<file path="config.mk">
export PLATFORM = sky130hd
export DESIGN_NAME = fan_in_top
export DESIGN_NICKNAME = d
export VERILOG_FILES = /design/src/logic/fan_in_pkg.sv /design/src/logic/axis_if.sv /design/src/logic/fan_in_top.sv /design/src/logic/axis_fan_in.sv /design/src/logic/prio_encoder.sv /design/src/logic/axis_chan_fifo.sv
export VERILOG_INCLUDE_DIRS = /design/src /design/src/logic
export SDC_FILE = /design/constraint.sdc
export NUM_CORES = 1
export LEC_CHECK = 0
export BUFFER_PORTS_ARGS = -buffer_cell sky130_fd_sc_hd__buf_2
export CORE_ASPECT_RATIO = 1.25
export CORE_MARGIN = 5
export CORE_UTILIZATION = 51
export DETAILED_ROUTE_END_ITERATION = 16
export PLACE_DENSITY = 0.73
export SETUP_SLACK_MARGIN = 0.2
export SLEW_MARGIN = 30
export SYNTH_ARGS = -nofsm -noshare
export SYNTH_HDL_FRONTEND = slang
export SYNTH_SLANG_ARGS = --single-unit
</file>
<file path="constraint.sdc">
create_clock -name m_axis_clk -period 7.75 [get_ports m_axis_clk]
set_clock_uncertainty 0.05 [all_clocks]
set_input_delay 0.775 -clock m_axis_clk [delete_from_list [all_inputs] [get_ports m_axis_clk]]
set_output_delay 0.775 -clock m_axis_clk [all_outputs]
set_load 0.02 [all_outputs]
</file>
<file path="src/logic/fan_in_config.svh">
////////////////////////////////////////////////////////////////////////////
// build-time sizes of the stream fan-in
////////////////////////////////////////////////////////////////////////////

`ifndef FAN_IN_CONFIG_SVH
`define FAN_IN_CONFIG_SVH

// number of input streams
`define FAN_IN_NUM_CHAN 4

// data bits carried by one beat
`define FAN_IN_DATA_WIDTH 32

// entries per channel buffer, power of two and at least two
`define FAN_IN_FIFO_DEPTH 8

// bits needed for a channel number, never less than one
`define FAN_IN_CHAN_BITS \
  (($clog2(`FAN_IN_NUM_CHAN) > 0) ? $clog2(`FAN_IN_NUM_CHAN) : 1)

`endif
</file>
<file path="src/logic/fan_in_pkg.sv">
////////////////////////////////////////////////////////////////////////////
// shared types of the fan-in
// channel index and the beat word stored in the buffers
////////////////////////////////////////////////////////////////////////////

`include "fan_in_config.svh"

package fan_in_pkg;

  // binary channel number, also what goes out on user
  typedef logic [`FAN_IN_CHAN_BITS-1:0] chan_idx_t;

  // one stream beat
  // payload plus end of packet marker
  typedef struct packed {
    logic [`FAN_IN_DATA_WIDTH-1:0] data;
    logic                          last;
  } beat_t;

endpackage

</file>
<file path="src/logic/axis_if.sv">
////////////////////////////////////////////////////////////////////////////
// valid/ready stream interface with source and sink views
////////////////////////////////////////////////////////////////////////////

`timescale 1ns/10ps

`include "fan_in_config.svh"

interface axis_if
  import fan_in_pkg::*;
();

  // handshake
  logic      valid;
  logic      ready;

  // beat and origin channel
  // user only carries meaning on the merged output
  beat_t     data;
  chan_idx_t user;

  modport source (
    output valid,
    output data,
    output user,
    input  ready
  );

  modport sink (
    input  valid,
    input  data,
    input  user,
    output ready
  );

endinterface

</file>
<file path="src/logic/fan_in_top.sv">
////////////////////////////////////////////////////////////////////////////
// fan-in top level
// flat stream ports mapped onto interfaces around the core
////////////////////////////////////////////////////////////////////////////

`timescale 1ns/10ps

`include "fan_in_config.svh"

module fan_in_top
  import fan_in_pkg::*;
(
  input  logic                                            m_axis_clk,
  input  logic                                            m_axis_rst,

  // input streams, channel 0 in the low bits
  input  logic [`FAN_IN_NUM_CHAN-1:0]                     s_tvalid,
  output logic [`FAN_IN_NUM_CHAN-1:0]                     s_tready,
  input  logic [`FAN_IN_NUM_CHAN*`FAN_IN_DATA_WIDTH-1:0]  s_tdata,
  input  logic [`FAN_IN_NUM_CHAN-1:0]                     s_tlast,

  // merged output stream
  output logic                                            m_tvalid,
  input  logic                                            m_tready,
  output logic [`FAN_IN_DATA_WIDTH-1:0]                   m_tdata,
  output logic                                            m_tlast,
  output chan_idx_t                                       m_tuser
);

  localparam int NUM_CHAN = `FAN_IN_NUM_CHAN;
  localparam int DW       = `FAN_IN_DATA_WIDTH;

  axis_if s_chan [NUM_CHAN] ();
  axis_if m_out ();

  // slice the flat input buses per channel
  for (genvar i = 0; i < NUM_CHAN; i++) begin : g_in
    assign s_chan[i].valid = s_tvalid[i];
    assign s_chan[i].data  = '{data: s_tdata[i*DW +: DW], last: s_tlast[i]};
    assign s_tready[i]     = s_chan[i].ready;
  end

  axis_fan_in i_fan_in (
    .m_axis_clk (m_axis_clk),
    .m_axis_rst (m_axis_rst),
    .s_chan     (s_chan),
    .m_out      (m_out)
  );

  // output side
  assign m_out.ready = m_tready;
  assign m_tvalid    = m_out.valid;
  assign m_tdata     = m_out.data.data;
  assign m_tlast     = m_out.data.last;
  assign m_tuser     = m_out.user;

endmodule

</file>
<file path="src/logic/axis_fan_in.sv">
////////////////////////////////////////////////////////////////////////////
// stream fan-in core
// channel buffers, packet-locked selection and output register
////////////////////////////////////////////////////////////////////////////

`timescale 1ns/10ps

`include "fan_in_config.svh"

module axis_fan_in
  import fan_in_pkg::*;
(
  input logic    m_axis_clk,
  input logic    m_axis_rst,
  axis_if.sink   s_chan [`FAN_IN_NUM_CHAN],
  axis_if.source m_out
);

  localparam int NUM_CHAN = `FAN_IN_NUM_CHAN;

  // read side of the channel buffers
  axis_if fifo_rd [NUM_CHAN] ();

  // flattened head view
  logic [NUM_CHAN-1:0] head_valid;
  beat_t               head_beat [NUM_CHAN];
  logic [NUM_CHAN-1:0] rd_strobe;

  // encoder result
  chan_idx_t           prio_idx;
  logic                prio_any;

  // packet lock
  logic                lock_q;
  chan_idx_t           lock_chan_q;

  // selection
  chan_idx_t           sel_chan;
  logic                sel_valid;
  beat_t               sel_beat;
  logic                out_load;
  logic                take;

  // output register
  logic                out_valid_q;
  beat_t               out_beat_q;
  chan_idx_t           out_user_q;

  ////////////////////////////////////////////////////////////////////////////
  // channel buffers
  ////////////////////////////////////////////////////////////////////////////

  for (genvar i = 0; i < NUM_CHAN; i++) begin : g_chan
    axis_chan_fifo #(
      .WIDTH ($bits(beat_t)),
      .DEPTH (`FAN_IN_FIFO_DEPTH)
    ) i_fifo (
      .m_axis_clk (m_axis_clk),
      .m_axis_rst (m_axis_rst),
      .wr         (s_chan[i]),
      .rd         (fifo_rd[i])
    );

    assign head_valid[i]    = fifo_rd[i].valid;
    assign head_beat[i]     = fifo_rd[i].data;
    assign fifo_rd[i].ready = rd_strobe[i];
  end

  ////////////////////////////////////////////////////////////////////////////
  // channel selection
  ////////////////////////////////////////////////////////////////////////////

  prio_encoder #(
    .WIDTH (NUM_CHAN)
  ) i_prio (
    .req (head_valid),
    .idx (prio_idx),
    .any (prio_any)
  );

  // locked channel wins even while its head is empty
  assign sel_chan  = lock_q ? lock_chan_q : prio_idx;
  assign sel_valid = lock_q ? head_valid[lock_chan_q] : prio_any;
  assign sel_beat  = head_beat[sel_chan];

  // output register free or draining this cycle
  assign out_load  = !out_valid_q || m_out.ready;
  assign take      = out_load && sel_valid;

  always_comb begin
    rd_strobe = '0;
    if (take) begin
      rd_strobe[sel_chan] = 1'b1;
    end
  end

  // hold the channel until its last beat goes through
  always_ff @(posedge m_axis_clk) begin
    if (m_axis_rst) begin
      lock_q      <= 1'b0;
      lock_chan_q <= '0;
    end else if (take) begin
      lock_q      <= !sel_beat.last;
      lock_chan_q <= sel_chan;
    end
  end

  ////////////////////////////////////////////////////////////////////////////
  // output register
  ////////////////////////////////////////////////////////////////////////////

  always_ff @(posedge m_axis_clk) begin
    if (m_axis_rst) begin
      out_valid_q <= 1'b0;
    end else if (out_load) begin
      out_valid_q <= sel_valid;
    end
  end

  always_ff @(posedge m_axis_clk) begin
    if (take) begin
      out_beat_q <= sel_beat;
      out_user_q <= sel_chan;
    end
  end

  assign m_out.valid = out_valid_q;
  assign m_out.data  = out_beat_q;
  assign m_out.user  = out_user_q;

  // beat held steady while the sink stalls
  a_out_stable: assert property (
    @(posedge m_axis_clk) disable iff (m_axis_rst)
    m_out.valid && !m_out.ready |=>
      m_out.valid && $stable(m_out.data) && $stable(m_out.user)
  ) else $error("output beat changed under back-pressure");

  // only one buffer handshakes per cycle
  a_one_read: assert property (
    @(posedge m_axis_clk) disable iff (m_axis_rst)
    $onehot0(rd_strobe & head_valid)
  ) else $error("more than one channel read in a cycle");

endmodule

</file>
<file path="src/logic/prio_encoder.sv">
////////////////////////////////////////////////////////////////////////////
// lowest-index-first priority encoder
////////////////////////////////////////////////////////////////////////////

`timescale 1ns/10ps

module prio_encoder
  import fan_in_pkg::*;
#(
  parameter int WIDTH = 4
) (
  input  logic [WIDTH-1:0] req,
  output chan_idx_t        idx,
  output logic             any
);

  // scan downward so the lowest set bit is written last
  always_comb begin
    idx = '0;
    for (int i = WIDTH - 1; i >= 0; i--) begin
      if (req[i]) begin
        idx = chan_idx_t'(i);
      end
    end
  end

  assign any = |req;

endmodule

</file>
<file path="src/logic/axis_chan_fifo.sv">
////////////////////////////////////////////////////////////////////////////
// per-channel synchronous stream FIFO
// circular buffer behind a registered head beat
////////////////////////////////////////////////////////////////////////////

`timescale 1ns/10ps

module axis_chan_fifo
  import fan_in_pkg::*;
#(
  parameter int WIDTH = 33,
  parameter int DEPTH = 8
) (
  input logic    m_axis_clk,
  input logic    m_axis_rst,
  axis_if.sink   wr,
  axis_if.source rd
);

  localparam int PTR_W = $clog2(DEPTH);
  localparam int CNT_W = $clog2(DEPTH + 1);

  // storage
  logic [WIDTH-1:0] mem [DEPTH];
  logic [PTR_W-1:0] wr_ptr;
  logic [PTR_W-1:0] rd_ptr;

  // occupancy, head register included
  logic [CNT_W-1:0] count;
  logic [CNT_W-1:0] mem_cnt;
  logic             full;

  // head register
  logic [WIDTH-1:0] head_q;
  logic             head_valid_q;

  logic             wr_fire;
  logic             rd_fire;
  logic             head_load;

  assign full      = (count == CNT_W'(DEPTH));
  assign wr_fire   = wr.valid && !full;
  assign rd_fire   = head_valid_q && rd.ready;

  // entries still sitting in the ring
  assign mem_cnt   = count - CNT_W'(head_valid_q);

  // refill head when it empties or is taken this cycle
  assign head_load = (!head_valid_q || rd_fire) && (mem_cnt != '0);

  assign wr.ready  = !full;
  assign rd.valid  = head_valid_q;
  assign rd.data   = beat_t'(head_q);

  always_ff @(posedge m_axis_clk) begin
    if (wr_fire) begin
      mem[wr_ptr] <= wr.data;
    end
    if (head_load) begin
      head_q <= mem[rd_ptr];
    end
  end

  always_ff @(posedge m_axis_clk) begin
    if (m_axis_rst) begin
      wr_ptr       <= '0;
      rd_ptr       <= '0;
      count        <= '0;
      head_valid_q <= 1'b0;
    end else begin
      if (wr_fire) begin
        wr_ptr <= wr_ptr + 1'b1;
      end
      if (head_load) begin
        rd_ptr <= rd_ptr + 1'b1;
      end
      count <= count + CNT_W'(wr_fire) - CNT_W'(rd_fire);
      if (head_load) begin
        head_valid_q <= 1'b1;
      end else if (rd_fire) begin
        head_valid_q <= 1'b0;
      end
    end
  end

  // occupancy bound over any mix of pushes and pops
  a_count_bound: assert property (
    @(posedge m_axis_clk) disable iff (m_axis_rst)
    count <= CNT_W'(DEPTH)
  ) else $error("channel fifo count above depth");

endmodule

</file>
## Word level (Yosys, flattened, before mapping)

Memories as Yosys holds them, arrays and structs flattened. A register that Yosys moved wholly into a read port is not among the register bits.
Index checks and enable logic that the tools add are counted.

| word-level totals | value |
|---|---|
| logic and storage cells | 123 |
| flip-flop bits (word level) | 83 |
| output and inout bits | 40 |
| memories kept | 4 |
| RAM bits | 1056 |
| bits of input ports | 139 |

| cells by class | value |
|---|---|
| bitwise logic cells | 1 |
| multiplexer cells | 30 |
| eq/ne operators | 4 |
| magnitude comparators | 4 |
| $add $sub $neg | 20 |
| reductions and logical operators | 38 |

Memory list:

| memory | depth | bits a word | read ports | clocked after Yosys merged registers in | wr ports | line | source |
|---|---|---|---|---|---|---|---|
| i_fan_in.g_chan[0].i_fifo.mem | 8 | 33 | 1 | 1 | 1 | axis_chan_fifo.sv:24 | `logic [WIDTH-1:0] mem [DEPTH];` |
| i_fan_in.g_chan[1].i_fifo.mem | 8 | 33 | 1 | 1 | 1 | axis_chan_fifo.sv:24 |  |
| i_fan_in.g_chan[2].i_fifo.mem | 8 | 33 | 1 | 1 | 1 | axis_chan_fifo.sv:24 |  |
| i_fan_in.g_chan[3].i_fifo.mem | 8 | 33 | 1 | 1 | 1 | axis_chan_fifo.sv:24 |  |

Operators by type and width:

| operator | number |
|---|---|
| $bmux 33 s2 | 1 |
| $mux 33 | 2 |
| $sub 4x1->4 | 8 |
| $add 3x1->3 const B | 8 |
| $mux 1 | 19 |
| $add 4x1->4 | 4 |
| $eq 4x4->1 const B | 4 |
| $reduce_bool 4->1 | 4 |
| $logic_and 1x1->1 | 14 |
| $logic_not 1->1 | 10 |
| $mux 2 | 5 |
| $reduce_bool 2->1 | 4 |
| $lt 2x3->1 const B | 2 |
| $logic_or 1x1->1 | 5 |
| $mux 4 | 1 |
| $reduce_or 4->1 | 1 |
| $ge 3x3->1 const B | 1 |
| $not 2->3 | 1 |
| $bmux 1 s2 | 1 |
| $demux 1 s2 | 1 |
| $ge 2x1->1 const B | 1 |

## Depth between registers and ports, before layout

Gate-level depths: netlist (run 1).

| depth | value |
|---|---|
| depth after elaboration | 14 |
| mapped depth | 17 |
| depth with buffers taken out | 14 |

## Modules after synthesis

Synthesis (run 1) repeated with hierarchy kept, for this count alone.

| unflattened totals | value |
|---|---|
| cells, all modules | 2276 |
| area total of the unflattened synthesis | 49109.6 um^2 |

By module, submodules not included:

| module | area an instance (um^2) | seq. area each (um^2) | cells each | instances |
|---|---|---|---|---|
| axis_chan_fifo at i_fan_in.g_chan[1].i_fifo ... | 11667.4 | 9138.8 | 496 | 3 |
| axis_chan_fifo at i_fan_in.g_chan[0].i_fifo | 11692.5 | 9138.8 | 495 | 1 |
| axis_fan_in | 2346.0 | 1131.1 | 281 | 1 |
| prio_encoder | 35.0 | 0.0 | 7 | 1 |
| fan_in_top | 33.8 | 0.0 | 5 | 1 |

## Least setup slack after synthesis (run 1)

OpenSTA, ideal clock, no wires.

| path | value |
|---|---|
| path type | input port to flip-flop |
| start | input s_tvalid[3] |
| end | memory i_fan_in.g_chan[3].i_fifo.mem[0][0] (enable) |
| path slack | 3.784 ns |
| path buffers | 0 |
| stages | 3 |
| arrival | 3.451 ns |
| path through | nand2_1 or2_2 nor3_1 |

| on the way | value |
|---|---|
| longest elaborated chain between the ends | 3 |

Ends and longest elaborated chain:

| item | line | source |
|---|---|---|
| start: declaration | fan_in_top.sv:17 | `` input logic [`FAN_IN_NUM_CHAN-1:0] s_tvalid, `` |
| $logic_and 1x1->1 | axis_chan_fifo.sv:42 | `assign wr_fire = wr.valid && !full;` |
| $mux 1 | axis_chan_fifo.sv:56 | `if (wr_fire) begin` |
| $mux 1 (not written as such) | axis_chan_fifo.sv:57 | `mem[wr_ptr] <= wr.data;` |
| end: declaration | axis_chan_fifo.sv:24 |  |

Every way passes these cells.

## Worst setup path in the final report (run 1)

| path | value |
|---|---|
| start | register i_fan_in.g_chan[1].i_fifo.head_valid_q |
| end | register i_fan_in.g_chan[3].i_fifo.count[2] |

| on the way | value |
|---|---|
| longest elaborated chain between the ends | 10 |
| elaborated cells on any way between the ends | 16 |
| classes of those cells | add/sub (1); order compare (2); mux (9); reduce/logical (4) |

Ends and longest elaborated chain:

| item | line | source |
|---|---|---|
| start: declaration | axis_chan_fifo.sv:35 | `logic head_valid_q;` |
| start signal: assignment | axis_chan_fifo.sv:69 | `head_valid_q <= 1'b0;` |
| start signal: assignment | axis_chan_fifo.sv:79 | `head_valid_q <= 1'b1;` |
| start signal: assignment | axis_chan_fifo.sv:81 | `head_valid_q <= 1'b0;` |
| $mux 2 (2 in series) | prio_encoder.sv:21 | `if (req[i]) begin` |
| $mux 2 | axis_fan_in.sv:82 | `assign sel_chan = lock_q ? lock_chan_q : prio_idx;` |
| $lt 2x3->1 (not written as such) or $ge 2x1->1 (tied branches) | axis_fan_in.sv:93 | `rd_strobe[sel_chan] = 1'b1;` |
| $logic_and 1x1->1 (not written as such) | axis_fan_in.sv:93 |  |
| $mux 1 (not written as such) | axis_fan_in.sv:93 |  |
| $demux 1 s2 | -- |  |
| $mux 4 * | axis_fan_in.sv:92 | `if (take) begin` |
| $logic_and 1x1->1 * | axis_chan_fifo.sv:43 | `assign rd_fire = head_valid_q && rd.ready;` |
| $sub 4x1->4 * | axis_chan_fifo.sv:77 | `count <= count + CNT_W'(wr_fire) - CNT_W'(rd_fire);` |
| end signal: assignment | axis_chan_fifo.sv:77 |  |
| end signal: assignment | axis_chan_fifo.sv:89 | `count <= CNT_W'(DEPTH)` |
| end: declaration | axis_chan_fifo.sv:29 | `logic [CNT_W-1:0] count;` |

Mark *: on every way between the ends. The rest lies on a longest branch, timed or not. The select of a mux whose other input is x is not followed.
A chain may end at the register's enable or synchronous reset.

==> results of run 1 <==
[critical path, delay by kind of cell (launching register included)]
kind | cells | cell delay [ns]
xor gates and xnor gates | 1 | 0.16
adders and majority gates | 3 | 0.83
buffers and inverters | 4 | 0.66
DFF | 1 | 0.41
and+or+nand+nor | 6 | 1.19
[layout by cell type (no fill, tap or decap), drive strengths merged, types with 8 or more instances in the layout]
| master | count |
|---|---|
| nor2 | 66 |
| edfxtp | 1223 |
| a21oi | 20 |
| nor2b | 14 |
| a211oi | 36 |
| a31oi | 35 |
| xor2 | 10 |
| bufinv | 11 |
| mux2i | 8 |
| mux4 | 264 |
| and2 | 34 |
| nor3 | 15 |
| nand3 | 19 |
| mux2 | 134 |
| nand2b | 11 |
| buf | 230 |
| ha | 36 |
| diode | 22 |
| dfxtp | 48 |
| nand2 | 93 |
| clkinv | 50 |
| inv | 28 |
| clkbuf | 143 |
[stage by stage]
step	hold slack, ns	util (%)	std cells
floorplan	0.412	-	2269
global placement	0.419	54.1	3596
detailed placement	0.436	54.1	3596
CTS	0.250	58.0	3808
global route	0.280	58.1	3815
finish	0.302	58.1	3832
[layout make-up]
type | instances | area (um^2) | area share [%]
clock inverters | 69 | 626 | 1.14
multi-input cells | 855 | 10600 | 19.3
flip-flops and latches | 1271 | 37700 | 68.6
diodes | 22 | 55.1 | 0.100
repair buffers | 230 | 1330 | 2.41
well taps | 1216 | 1520 | 2.77
clock buffers | 143 | 3050 | 5.54
inverters | 26 | 100 | 0.182
[worst max path at each step]
| stage | endpoint | slack, ns |
|---|---|---|
| after CTS | i_fan_in.g_chan[3].i_fifo.count[2] | 4.34 |
| after global routing | i_fan_in.g_chan[3].i_fifo.count[2] | 3.99 |
| after global placement | i_fan_in.g_chan[2].i_fifo.count[2] | 4.28 |
| after floorplan | i_fan_in.g_chan[3].i_fifo.mem[0][0] | 3.78 |
| after detailed placement | i_fan_in.g_chan[3].i_fifo.count[2] | 4.34 |
| final | i_fan_in.g_chan[3].i_fifo.count[2] | 4.33 |
[metal layers]
| layer | up-vias | share of wire, % | GRT usage (%) |
|---|---|---|---|
| li1 | 9812 | - | - |
| met1 | 11738 | 39 | 27.1 |
| met2 | 661 | 52 | 34.0 |
| met3 | 159 | 7.4 | 4.74 |
| met4 | 18 | 2.3 | 5.33 |
| met5 | - | 0.11 | 0 |
[sequential cells by signal (all words and copies together), names as in the netlist, 2 cells and up]
register and flops:
i_fan_in.lock_chan_q 2, i_fan_in.m_out.user 2, i_fan_in.m_out.data 33, i_fan_in.g_chan.i_fifo.rd.data 132, i_fan_in.g_chan.i_fifo.wr_ptr 12, i_fan_in.g_chan.i_fifo.mem 1056, i_fan_in.g_chan.i_fifo.rd.valid 4, i_fan_in.g_chan.i_fifo.count 16
i_fan_in.g_chan.i_fifo.rd_ptr 12
[cell families (layout without fill, tap and decap cells)]
| group | Yosys count | after routing | share of synthesized area (%) |
|---|---|---|---|
| other cells | 0 | 22 | 0 |
| compound gates | 111 | 111 | 1.57 |
| fa+ha+maj | 40 | 40 | 1.09 |
| mux | 406 | 406 | 15.5 |
| xor+xnor | 14 | 14 | 0.252 |
| flops | 1271 | 1271 | 77.5 |
| simple gates | 284 | 284 | 2.85 |
| buf+inv | 143 | 468 | 1.19 |
[report_power, final]
group | internal, mW | switching [mW] | total (mW) | leakage, nW
clock network | 3.14 | 2.36 | 5.50 | 1.79
logic | 2.06 | 2.83 | 4.89 | 4.15
registers | 8.75 | 0.481 | 9.23 | 11.6
total | 14.0 | 5.67 | 19.6 | 17.6
==> impl_results.md, run 1 <==
- Final worst path period need: 3.42 ns
- Worst r2r path cells: 14
- CP Launch Type: flip-flop
- Nets: 2,678
- Most common cell type on the critical path: nor2_1
- DRT Pass-1 Iters: 5
- Synth top area share: 75.6%
- CTS Hold Bufs: 0
- Max-cap violations: 0
- Synth warn: 0
- Reg clk slew, reported paths: 0.06 ns
- Pwr/cell area: 357 nW/um^2
- # port buffers: 178
- Hold Startpoint: s_tdata[47]
- Final period utilization: 44.1%
- Initial detailed-routing violation count: 2,108
- Critical R2R Launch: i_fan_in.g_chan[1].i_fifo.rd.valid
- Area leader, netlist: edfxtp_1
- Post-Synthesis Cells: 2,269
- Crit path kind: flip-flop to flip-flop
- Slew HR: 30.1%
- Worst slew pin tran: 1.04 ns
- CTS Sinks: 1,271
- Synth Net Count: 2,448
- R2R setup slack: 4.33 ns
- Leading post-synthesis cells by cell area: edfxtp_1 (76%), mux4_2 (12%), mux2_2 (3.1%), dfxtp_1 (2.0%), ha_1 (0.93%)
- Ys async rst share: 0%
- GP Congestion: 0.841
- Post-place setup slack: 4.34 ns
- Via count: 22,388
- Final setup TNS: 0 ns
- Row cnt: 126
- Fmax achieved: 0.292 GHz
- Die Y: 355 um
- Critical path arrival: 3.92 ns
- Post-Place Cell Area: 51,200 um^2
- Initial Util: 51.4%
- Global-route wire length before repair: 153 mm
- Fin worst setup slack: 4.33 ns
- Avg Vias per Cell: 5.84
- Clk_lat worst skew: 0.69 ns
- Max-slew violation count: 0
- Area delta synth->final: 13.1%
- Min-Delay Endpoint: i_fan_in.g_chan[1].i_fifo.mem[2][16]
- Setup bufs post-CTS: 0
- Dpl hpwl: 63.9 mm
- Slowest cell on crit path: buf_4
- Final wirelength: 103 mm
- Fill cell count: 6,714
- Final instance area: 55,000 um^2
- Top cells by count, synth: edfxtp_1 (1,223), mux4_2 (264), mux2_2 (134), nand2_1 (93), clkbuf_1 (67)
- Register bit total from synthesis: 1,271
- CP cell instances: or3_1 -> nor2_1 -> nor2_4 -> inv_2 -> buf_4 -> nand4_4 -> nor2_1 -> ha_1 -> inv_1 -> ha_1 -> inv_1 -> fa_1 -> xnor2_1 -> nor2_1
- Hold Vio Cnt, Final: 0
- WHS Path Cells: 1
- Post-synth EDFFs: 1,223
- Synth Cell Area: 48,600 um^2
- Total congestion overflow: 0
- Sequential share of the synthesized area: 77.5%
- Most frequent cell after synthesis: edfxtp_1
- CTS Root Cell: clkbuf_16
- I/O pins: 179
- Outcome: finished clean
- H-tree levels: 3
- RSZ-0062 raised after global routing: no
- CP max FO: 71
- Worst EP required: 8.25 ns
- Critical register-to-register path endpoint: i_fan_in.g_chan[3].i_fifo.count[2]
- Final setup vio count: 0
- Initial antenna violation count: 36
- Top FF cell, synth: edfxtp_1
- Total GRT Usage: 20.2%
- Layout cells sized above 1: 32.7%
- WL/cell: 26.8 um
- Crit. End Element: flip-flop
- Vias in the first global route: 23,470
- Total power: 19.6 mW
- Slowest stage delay, CP: 0.50 ns
- Area of the core: 94,600 um^2
- Cell variety after synth: 54
- Clk buf depth: 3
- Largest net degree at the start of global routing: 76
- Gates resized, CTS repair: 0
- CTS buffer count: 115
- Die width: 286 um
- Die area: 102,000 um^2
- Critical Path Source: i_fan_in.g_chan[1].i_fifo.rd.valid
- Drt drc: 0
- Avg Inst Size Synth: 21.4 um^2
- CTS tree: built
- DRT antenna net count: 0
- Worst VDD drop: 0.000238 V
- Worst min path class: input port to flip-flop
- Leak: 17.6 nW
No activity file was read; power rests on OpenSTA's default activity.
==> inputs of run 2 (changes only) <==
--- a/config.mk
+++ b/config.mk
@@ -11,7 +11,7 @@
 export CORE_MARGIN = 5
 export CORE_UTILIZATION = 51
 export DETAILED_ROUTE_END_ITERATION = 16
-export PLACE_DENSITY = 0.73
+export PLACE_DENSITY = 0.75
 export SETUP_SLACK_MARGIN = 0.2
 export SLEW_MARGIN = 30
 export SYNTH_ARGS = -nofsm -noshare
==> constraint.sdc (replaced) <==
create_clock -name m_axis_clk -period 2.9 [get_ports m_axis_clk]
set_clock_uncertainty 0.05 [all_clocks]
set_input_delay 0.29 -clock m_axis_clk [delete_from_list [all_inputs] [get_ports m_axis_clk]]
set_output_delay 0.29 -clock m_axis_clk [all_outputs]
set_load 0.02 [all_outputs]
==> run 2 against run 1 <==
Effect of this change:
- total power rose to 2.7 times the previous value
- non-clock buffer count grew 180
- routed wire length increased by 3.3%
- hold slack improved by 0.064 ns
- critical path depth shrank 7
- critical endpoint is now i_fan_in.m_out.data[6]
- largest cell class unchanged
==> impl_results.md, run 2 (synthesized netlist as in run 1, its figures left out) <==
- Most frequent cells in the layout: edfxtp_1 (1,223), mux4_2 (264), buf_2 (178)
- CP cell instances: and2_1 -> nor2_4 -> inv_2 -> buf_4 -> and2_1 -> a211oi_1 -> a31oi_1
- H-tree levels: 3 (unchanged)
- Crit path kind: flip-flop to flip-flop
- Final wirelength: 106 mm (+3.3%)
- CTS Sinks: 1,271 (unchanged)
- Row cnt: 126 (unchanged)
- Largest net degree at the start of global routing: 71 (-6.6%)
- Critical R2R Launch: i_fan_in.lock_q
- # port buffers: 178 (unchanged)
- Final worst path period need: 2.59 ns (-0.831 ns)
- Max-cap violations: 0 (unchanged)
- Avg Vias per Cell: 5.86 (+0.34%)
- Slowest cell on crit path: a211oi_1
- Initial antenna violation count: 11 (-69%)
- CTS buffer count: 112 (-2.6%)
- I/O pins: 179 (unchanged)
- Drt drc: 0 (unchanged)
- Initial Util: 51.4% (unchanged)
- Clk_lat worst skew: 0.69 ns (about the same)
- Die area: 102,000 um^2 (unchanged)
- Final setup vio count: 0 (unchanged)
- Critical Path Source: i_fan_in.lock_q
- Worst EP required: 3.25 ns (-5.00 ns)
- Internal: 37.7 mW (+170%)
- CTS Root Cell: clkbuf_16
- Worst VDD drop: 0.000747 V (+210%)
- RSZ-0062 raised after global routing: no
- Post-Place Cell Area: 52,100 um^2 (+1.7%)
- Sw power: 15.5 mW (+170%)
- Slowest stage delay, CP: 0.74 ns (+0.24 ns)
- Area of the core: 94,600 um^2 (unchanged)
- Seq pwr share: 46.7% (-0.3 points)
- CP max FO: 70 (-1.4%)
- Final core utilization: 60.4% (+2.3 points)
- Area delta synth->final: 17.6%
- Critical path arrival: 2.94 ns (-0.98 ns)
- Most common cell type on the critical path: and2_1
- Reg clk slew, reported paths: 0.07 ns (about the same)
- Flip-flop count of the largest register after layout: 1,056 (unchanged)
- Global-route wire length before repair: 158 mm (+3.0%)
- Initial detailed-routing violation count: 2,263 (+7.4%)
- CP Launch Type: flip-flop
- Nets: 2,855 (+6.6%)
- Die Y: 355 um (unchanged)
- Max-slew violation count: 0 (unchanged)
- Clk buf depth: 3 (unchanged)
- GP Congestion: 0.876 (+4.2%)
- Most flops, register: i_fan_in.g_chan.i_fifo.mem
- Final instance area: 57,100 um^2 (+3.9%)
- Comb power frac: 26.1% (+1.2 points)
- Vias in the first global route: 24,468 (+4.3%)
- Outcome: finished clean
- Switch share: 29.1% (+0.26 points)
- Dpl hpwl: 64.7 mm (+1.3%)
- Total congestion overflow: 0 (unchanged)
- Worst slew pin tran: 0.888 ns (-0.155 ns)
- Slew HR: 40.4% (+10 points)
- Via count: 23,437 (+4.7%)
- Layout cells sized above 1: 32.5% (-0.25 points)
- WL/cell: 26.5 um (-1.0%)
- Final period utilization: 89.3% (+45 points)
- DRT antenna net count: 0 (unchanged)
- CTS tree: built
- Hold Vio Cnt, Final: 0 (unchanged)
- Clock network fraction of total power: 27.3% (-0.7 points)
- Fmax achieved: 0.386 GHz (+32%)
- Hold Startpoint: s_tdata[24]
- Pwr/cell area: 932 nW/um^2 (+160%)
- Leak: 18.4 nW (+4.9%)
- Die width: 286 um (unchanged)
- Worst min path class: input port to flip-flop
- Crit. End Element: flip-flop
- Fill cell count: 6,410 (-4.5%)
- Most common cell after layout, fill and taps aside: edfxtp_1
- Total GRT Usage: 20.7% (+0.51 points)
- DRT Pass-1 Iters: 6 (+1)
## run 2: per-stage QoR
step	TNS, ns	std cells	worst slack [ns]	total power [mW]	hold slack [ns]
5_1_grt	0	3990	0.192	55.4	0.353
3_3_place_gp	0	3634	0.244	38.4	0.422
4_1_cts	0	3982	0.198	53.6	0.324
6_report	0	3998	0.310	53.3	0.366
3_5_place_dp	0	3634	0.170	38.8	0.430
2_1_floorplan	-17.55	2269	-0.182	33.4	0.339
## run 2: cell type report
class / count / area [um^2] / area share, %
repair buffers: 410 / 3560 / 6.22
flip-flops and latches: 1271 / 37700 / 66.0
multi-input cells: 855 / 10600 / 18.6
clock buffers: 134 / 2890 / 5.05
well taps: 1216 / 1520 / 2.66
inverters: 26 / 100 / 0.175
diodes: 11 / 27.5 / 0.0482
clock inverters: 75 / 697 / 1.22
## run 2: path summary, 6_finish.rpt
check,endpoint,slack (ns),cells after the start
setup / recovery,i_fan_in.m_out.data[6],0.31,7
hold / removal,i_fan_in.g_chan[0].i_fifo.mem[6][25],0.37,2
setup reg to reg,i_fan_in.m_out.data[6],0.31,7
hold reg to reg,i_fan_in.g_chan[1].i_fifo.rd_ptr[1],0.45,2
## run 2: power groups by stage
| stage | Clock, mW | Combinational (mW) | Sequential, mW |
|---|---|---|---|
| after global routing | 15.5 | 14.8 | 25.0 |
| final | 14.5 | 13.9 | 24.9 |
| after detailed placement | 0 | 13.6 | 25.2 |
| after global placement | 0 | 13.3 | 25.1 |
| after CTS | 14.8 | 13.9 | 24.9 |
| after floorplan | 0 | 8.84 | 24.5 |
## run 2: per-layer routing
metal	track usage (%)	share of wire [%]	wire, um
met1	26.7	37	39200
met2	36.1	53	55600
met3	4.24	7.6	7990
met4	6.31	2.7	2910
met5	0	0.16	169
## run 2: worst max-delay path, delay by kind of cell, from the launching register on
| family | cells | cell delay [ns] |
|---|---|---|
| compound gates | 2 | 0.84 |
| buf+inv | 2 | 0.40 |
| flops | 1 | 0.37 |
| simple gates | 3 | 0.65 |
## run 2: what timing repair did
action,CTS,global route
pin swaps,0,4
endpoints found under the setup margin,2,12
endpoints found under the hold margin,1072,0
setup buffers,0,5
resized for setup,1,12
hold buffers,139,0
gates cloned,0,0
==> inputs of run 3 (changes only) <==
--- a/config.mk
+++ b/config.mk
@@ -11,7 +11,7 @@
 export CORE_MARGIN = 5
 export CORE_UTILIZATION = 51
 export DETAILED_ROUTE_END_ITERATION = 16
-export PLACE_DENSITY = 0.75
+export PLACE_DENSITY = 0.73
 export SETUP_SLACK_MARGIN = 0.2
 export SLEW_MARGIN = 30
 export SYNTH_ARGS = -nofsm -noshare
==> constraint.sdc (replaced) <==
create_clock -name m_axis_clk -period 3.4 [get_ports m_axis_clk]
set_clock_uncertainty 0.05 [all_clocks]
set_input_delay 0.34 -clock m_axis_clk [delete_from_list [all_inputs] [get_ports m_axis_clk]]
set_output_delay 0.34 -clock m_axis_clk [all_outputs]
set_load 0.02 [all_outputs]
==> run 3 against run 2 <==
Effect of this change:
- final cell count down 0.25%
- via count down 0.85%
- global-route usage down 0.086 points
- fmax down 12%
- count of clock-buffer cells in the layout up 5
- non-clock buffer count down 16
==> impl_results.md, run 3 (synthesized netlist as in run 1, its figures left out) <==
- Reg clk slew, reported paths: 0.07 ns (about the same)
- Crit. End Element: flip-flop
- Drt drc: 0 (unchanged)
- Die Y: 355 um (unchanged)
- Clk_lat worst skew: 0.69 ns (about the same)
- Min-Delay Endpoint: i_fan_in.g_chan[3].i_fifo.wr_ptr[2]
- Most flops, register: i_fan_in.g_chan.i_fifo.mem
- DRT Pass-1 Iters: 6 (unchanged)
- Flip-flop count of the largest register after layout: 1,056 (unchanged)
- Max-cap violations: 0 (unchanged)
- Worst min path class: input port to flip-flop
- Dpl hpwl: 65.6 mm (+1.3%)
- Area of the core: 94,600 um^2 (unchanged)
- Worst VDD drop: 0.000494 V (-34%)
- Final wirelength: 105 mm (-1.1%)
- Most frequent cells in the layout: edfxtp_1 (1,223), mux4_2 (264), buf_2 (178)
- Hold Vio Cnt, Final: 0 (unchanged)
- CTS buffer count: 115 (+2.7%)
- CTS tree: built
- Max-slew violation count: 0 (unchanged)
- Die area: 102,000 um^2 (unchanged)
- Setup bufs post-CTS: 0 (unchanged)
- H-tree levels: 3 (unchanged)
- Worst r2r path cells: 13 (+6)
- Final period utilization: 87.0% (-2.3 points)
- RSZ-0062 raised after global routing: no
- Initial antenna violation count: 12 (+1)
- CP Launch Type: flip-flop
- Die width: 286 um (unchanged)
- Crit path kind: flip-flop to flip-flop
- Slew HR: 33.5% (-7.0 points)
- Nets: 2,842 (-0.46%)
- Largest net degree at the start of global routing: 71 (unchanged)
- Critical path arrival: 3.45 ns (+0.51 ns)
- CP max FO: 8 (-89%)
- Final setup vio count: 0 (unchanged)
- Total GRT Usage: 20.7% (-0.086 points)
- Vias in the first global route: 24,425 (-0.18%)
- CTS Root Cell: clkbuf_16
- Post-Place Cell Area: 51,700 um^2 (-0.74%)
- Avg Vias per Cell: 5.83 (-0.60%)
- Layout cells sized above 1: 31.7% (-0.83 points)
- Initial Util: 51.4% (unchanged)
- I/O pins: 179 (unchanged)
- Fin worst setup slack: 0.441 ns (+0.131 ns)
- Most common cell after layout, fill and taps aside: edfxtp_1
- Critical register-to-register path endpoint: i_fan_in.g_chan[3].i_fifo.count[2]
- Initial detailed-routing violation count: 2,129 (-5.9%)
- Post-place setup slack: 0.488 ns (+0.319 ns)
- Total congestion overflow: 0 (unchanged)
- Final core utilization: 60.1% (-0.32 points)
- GP Congestion: 0.905 (+3.2%)
- CTS Sinks: 1,271 (unchanged)
- Clk buf depth: 3 (unchanged)
- CTS Hold Bufs: 137 (-1.4%)
- Worst slew pin tran: 0.992 ns (+0.104 ns)
- Leak: 18.3 nW (-0.60%)
- Via count: 23,238 (-0.85%)
- R2R setup slack: 0.44 ns (+0.13 ns)
- Critical R2R Launch: i_fan_in.g_chan[0].i_fifo.rd.valid
- Area delta synth->final: 16.9%
- Row cnt: 126 (unchanged)
- # port buffers: 178 (unchanged)
- Final instance area: 56,800 um^2 (-0.53%)
- Gates resized, CTS repair: 0 (-1)
- Global-route wire length before repair: 157 mm (-0.65%)
- Outcome: finished clean
- Final setup TNS: 0 ns (unchanged)
- Hold Slack: 0.155 ns (-0.211 ns)
- Fmax achieved: 0.338 GHz (-12%)
- Hold Startpoint: m_axis_rst
- WHS Path Cells: 2 (unchanged)
- Worst EP required: 3.89 ns (+0.64 ns)
- Final worst path period need: 2.96 ns (+0.369 ns)
- DRT antenna net count: 0 (unchanged)
- WL/cell: 26.3 um (-0.83%)
- Pwr/cell area: 797 nW/um^2 (-15%)
-- run 3: cell types whose count changed in the layout (fill, tap and decap cells not counted), moves of 3 or more --
cell	previous run	this run
buf_12	46	22
buf_4	47	56
clkbuf_16	112	117
clkinv_1	23	29
clkinv_2	26	17
diode_2	11	14
nor2_1	38	41
-- run 3: critical path, stage by stage, from the launching register on --
cell and delay [ns]:
dfxtp_1 0.40, or3_1 0.42, nor2_1 0.21, nor2_4 0.06, inv_2 0.08, nand4_4 0.15, nor2_1 0.25, ha_1 0.27
inv_1 0.07, ha_1 0.16, inv_1 0.06, fa_1 0.41, xnor2_1 0.18, nor2_1 0.06
-- run 3: where the power goes --
group          switching [mW]  leakage, nW  internal, mW
registers                1.20         11.6          19.9
logic                    6.42         4.89          5.05
clock network            5.42         1.80          7.27
-- run 3: worst max path at each step --
| stage | startpoint | endpoint | slack (ns) | depth (start not counted) |
|---|---|---|---|---|
| after floorplan | i_fan_in.g_chan[1].i_fifo.rd.valid | i_fan_in.g_chan[0].i_fifo.rd_ptr[2] | 0.21 | 5 |
| after global placement | i_fan_in.g_chan[0].i_fifo.rd.valid | i_fan_in.g_chan[3].i_fifo.count[2] | 0.53 | 13 |
| after detailed placement | i_fan_in.g_chan[0].i_fifo.rd.valid | i_fan_in.g_chan[3].i_fifo.count[2] | 0.49 | 13 |
| after CTS | i_fan_in.g_chan[0].i_fifo.rd.valid | i_fan_in.g_chan[3].i_fifo.count[2] | 0.48 | 13 |
| after global routing | i_fan_in.g_chan[0].i_fifo.rd.valid | i_fan_in.g_chan[3].i_fifo.count[2] | 0.26 | 13 |
| final | i_fan_in.g_chan[0].i_fifo.rd.valid | i_fan_in.g_chan[3].i_fifo.count[2] | 0.44 | 13 |
-- run 3: per-layer routing --
layer	GRT usage, %	up-vias	share of wire (%)
met5	0	-	0.020
met4	6.02	4	2.6
met3	4.98	153	7.8
met2	35.3	781	52
met1	26.8	12174	38
li1	-	10126	-
-- run 3: final cells by class --
type	count	area (um^2)
Timing Repair Buffer	394	3150
Tap cell	1216	1520
Sequential cell	1271	37700
Fill cell	6536	37800
Antenna cell	14	35.0
Inverter	26	97.6
Multi-Input combinational cell	855	10600
Clock buffer	139	3010
Clock inverter	73	714
-- run 3: stage by stage --
step / total power, mW / cells
after floorplan: 28.4 / 2269
after global placement: 32.4 / 3624
after detailed placement: 32.8 / 3624
after CTS: 45.6 / 3973
after global routing: 47.2 / 3981
final: 45.3 / 3988
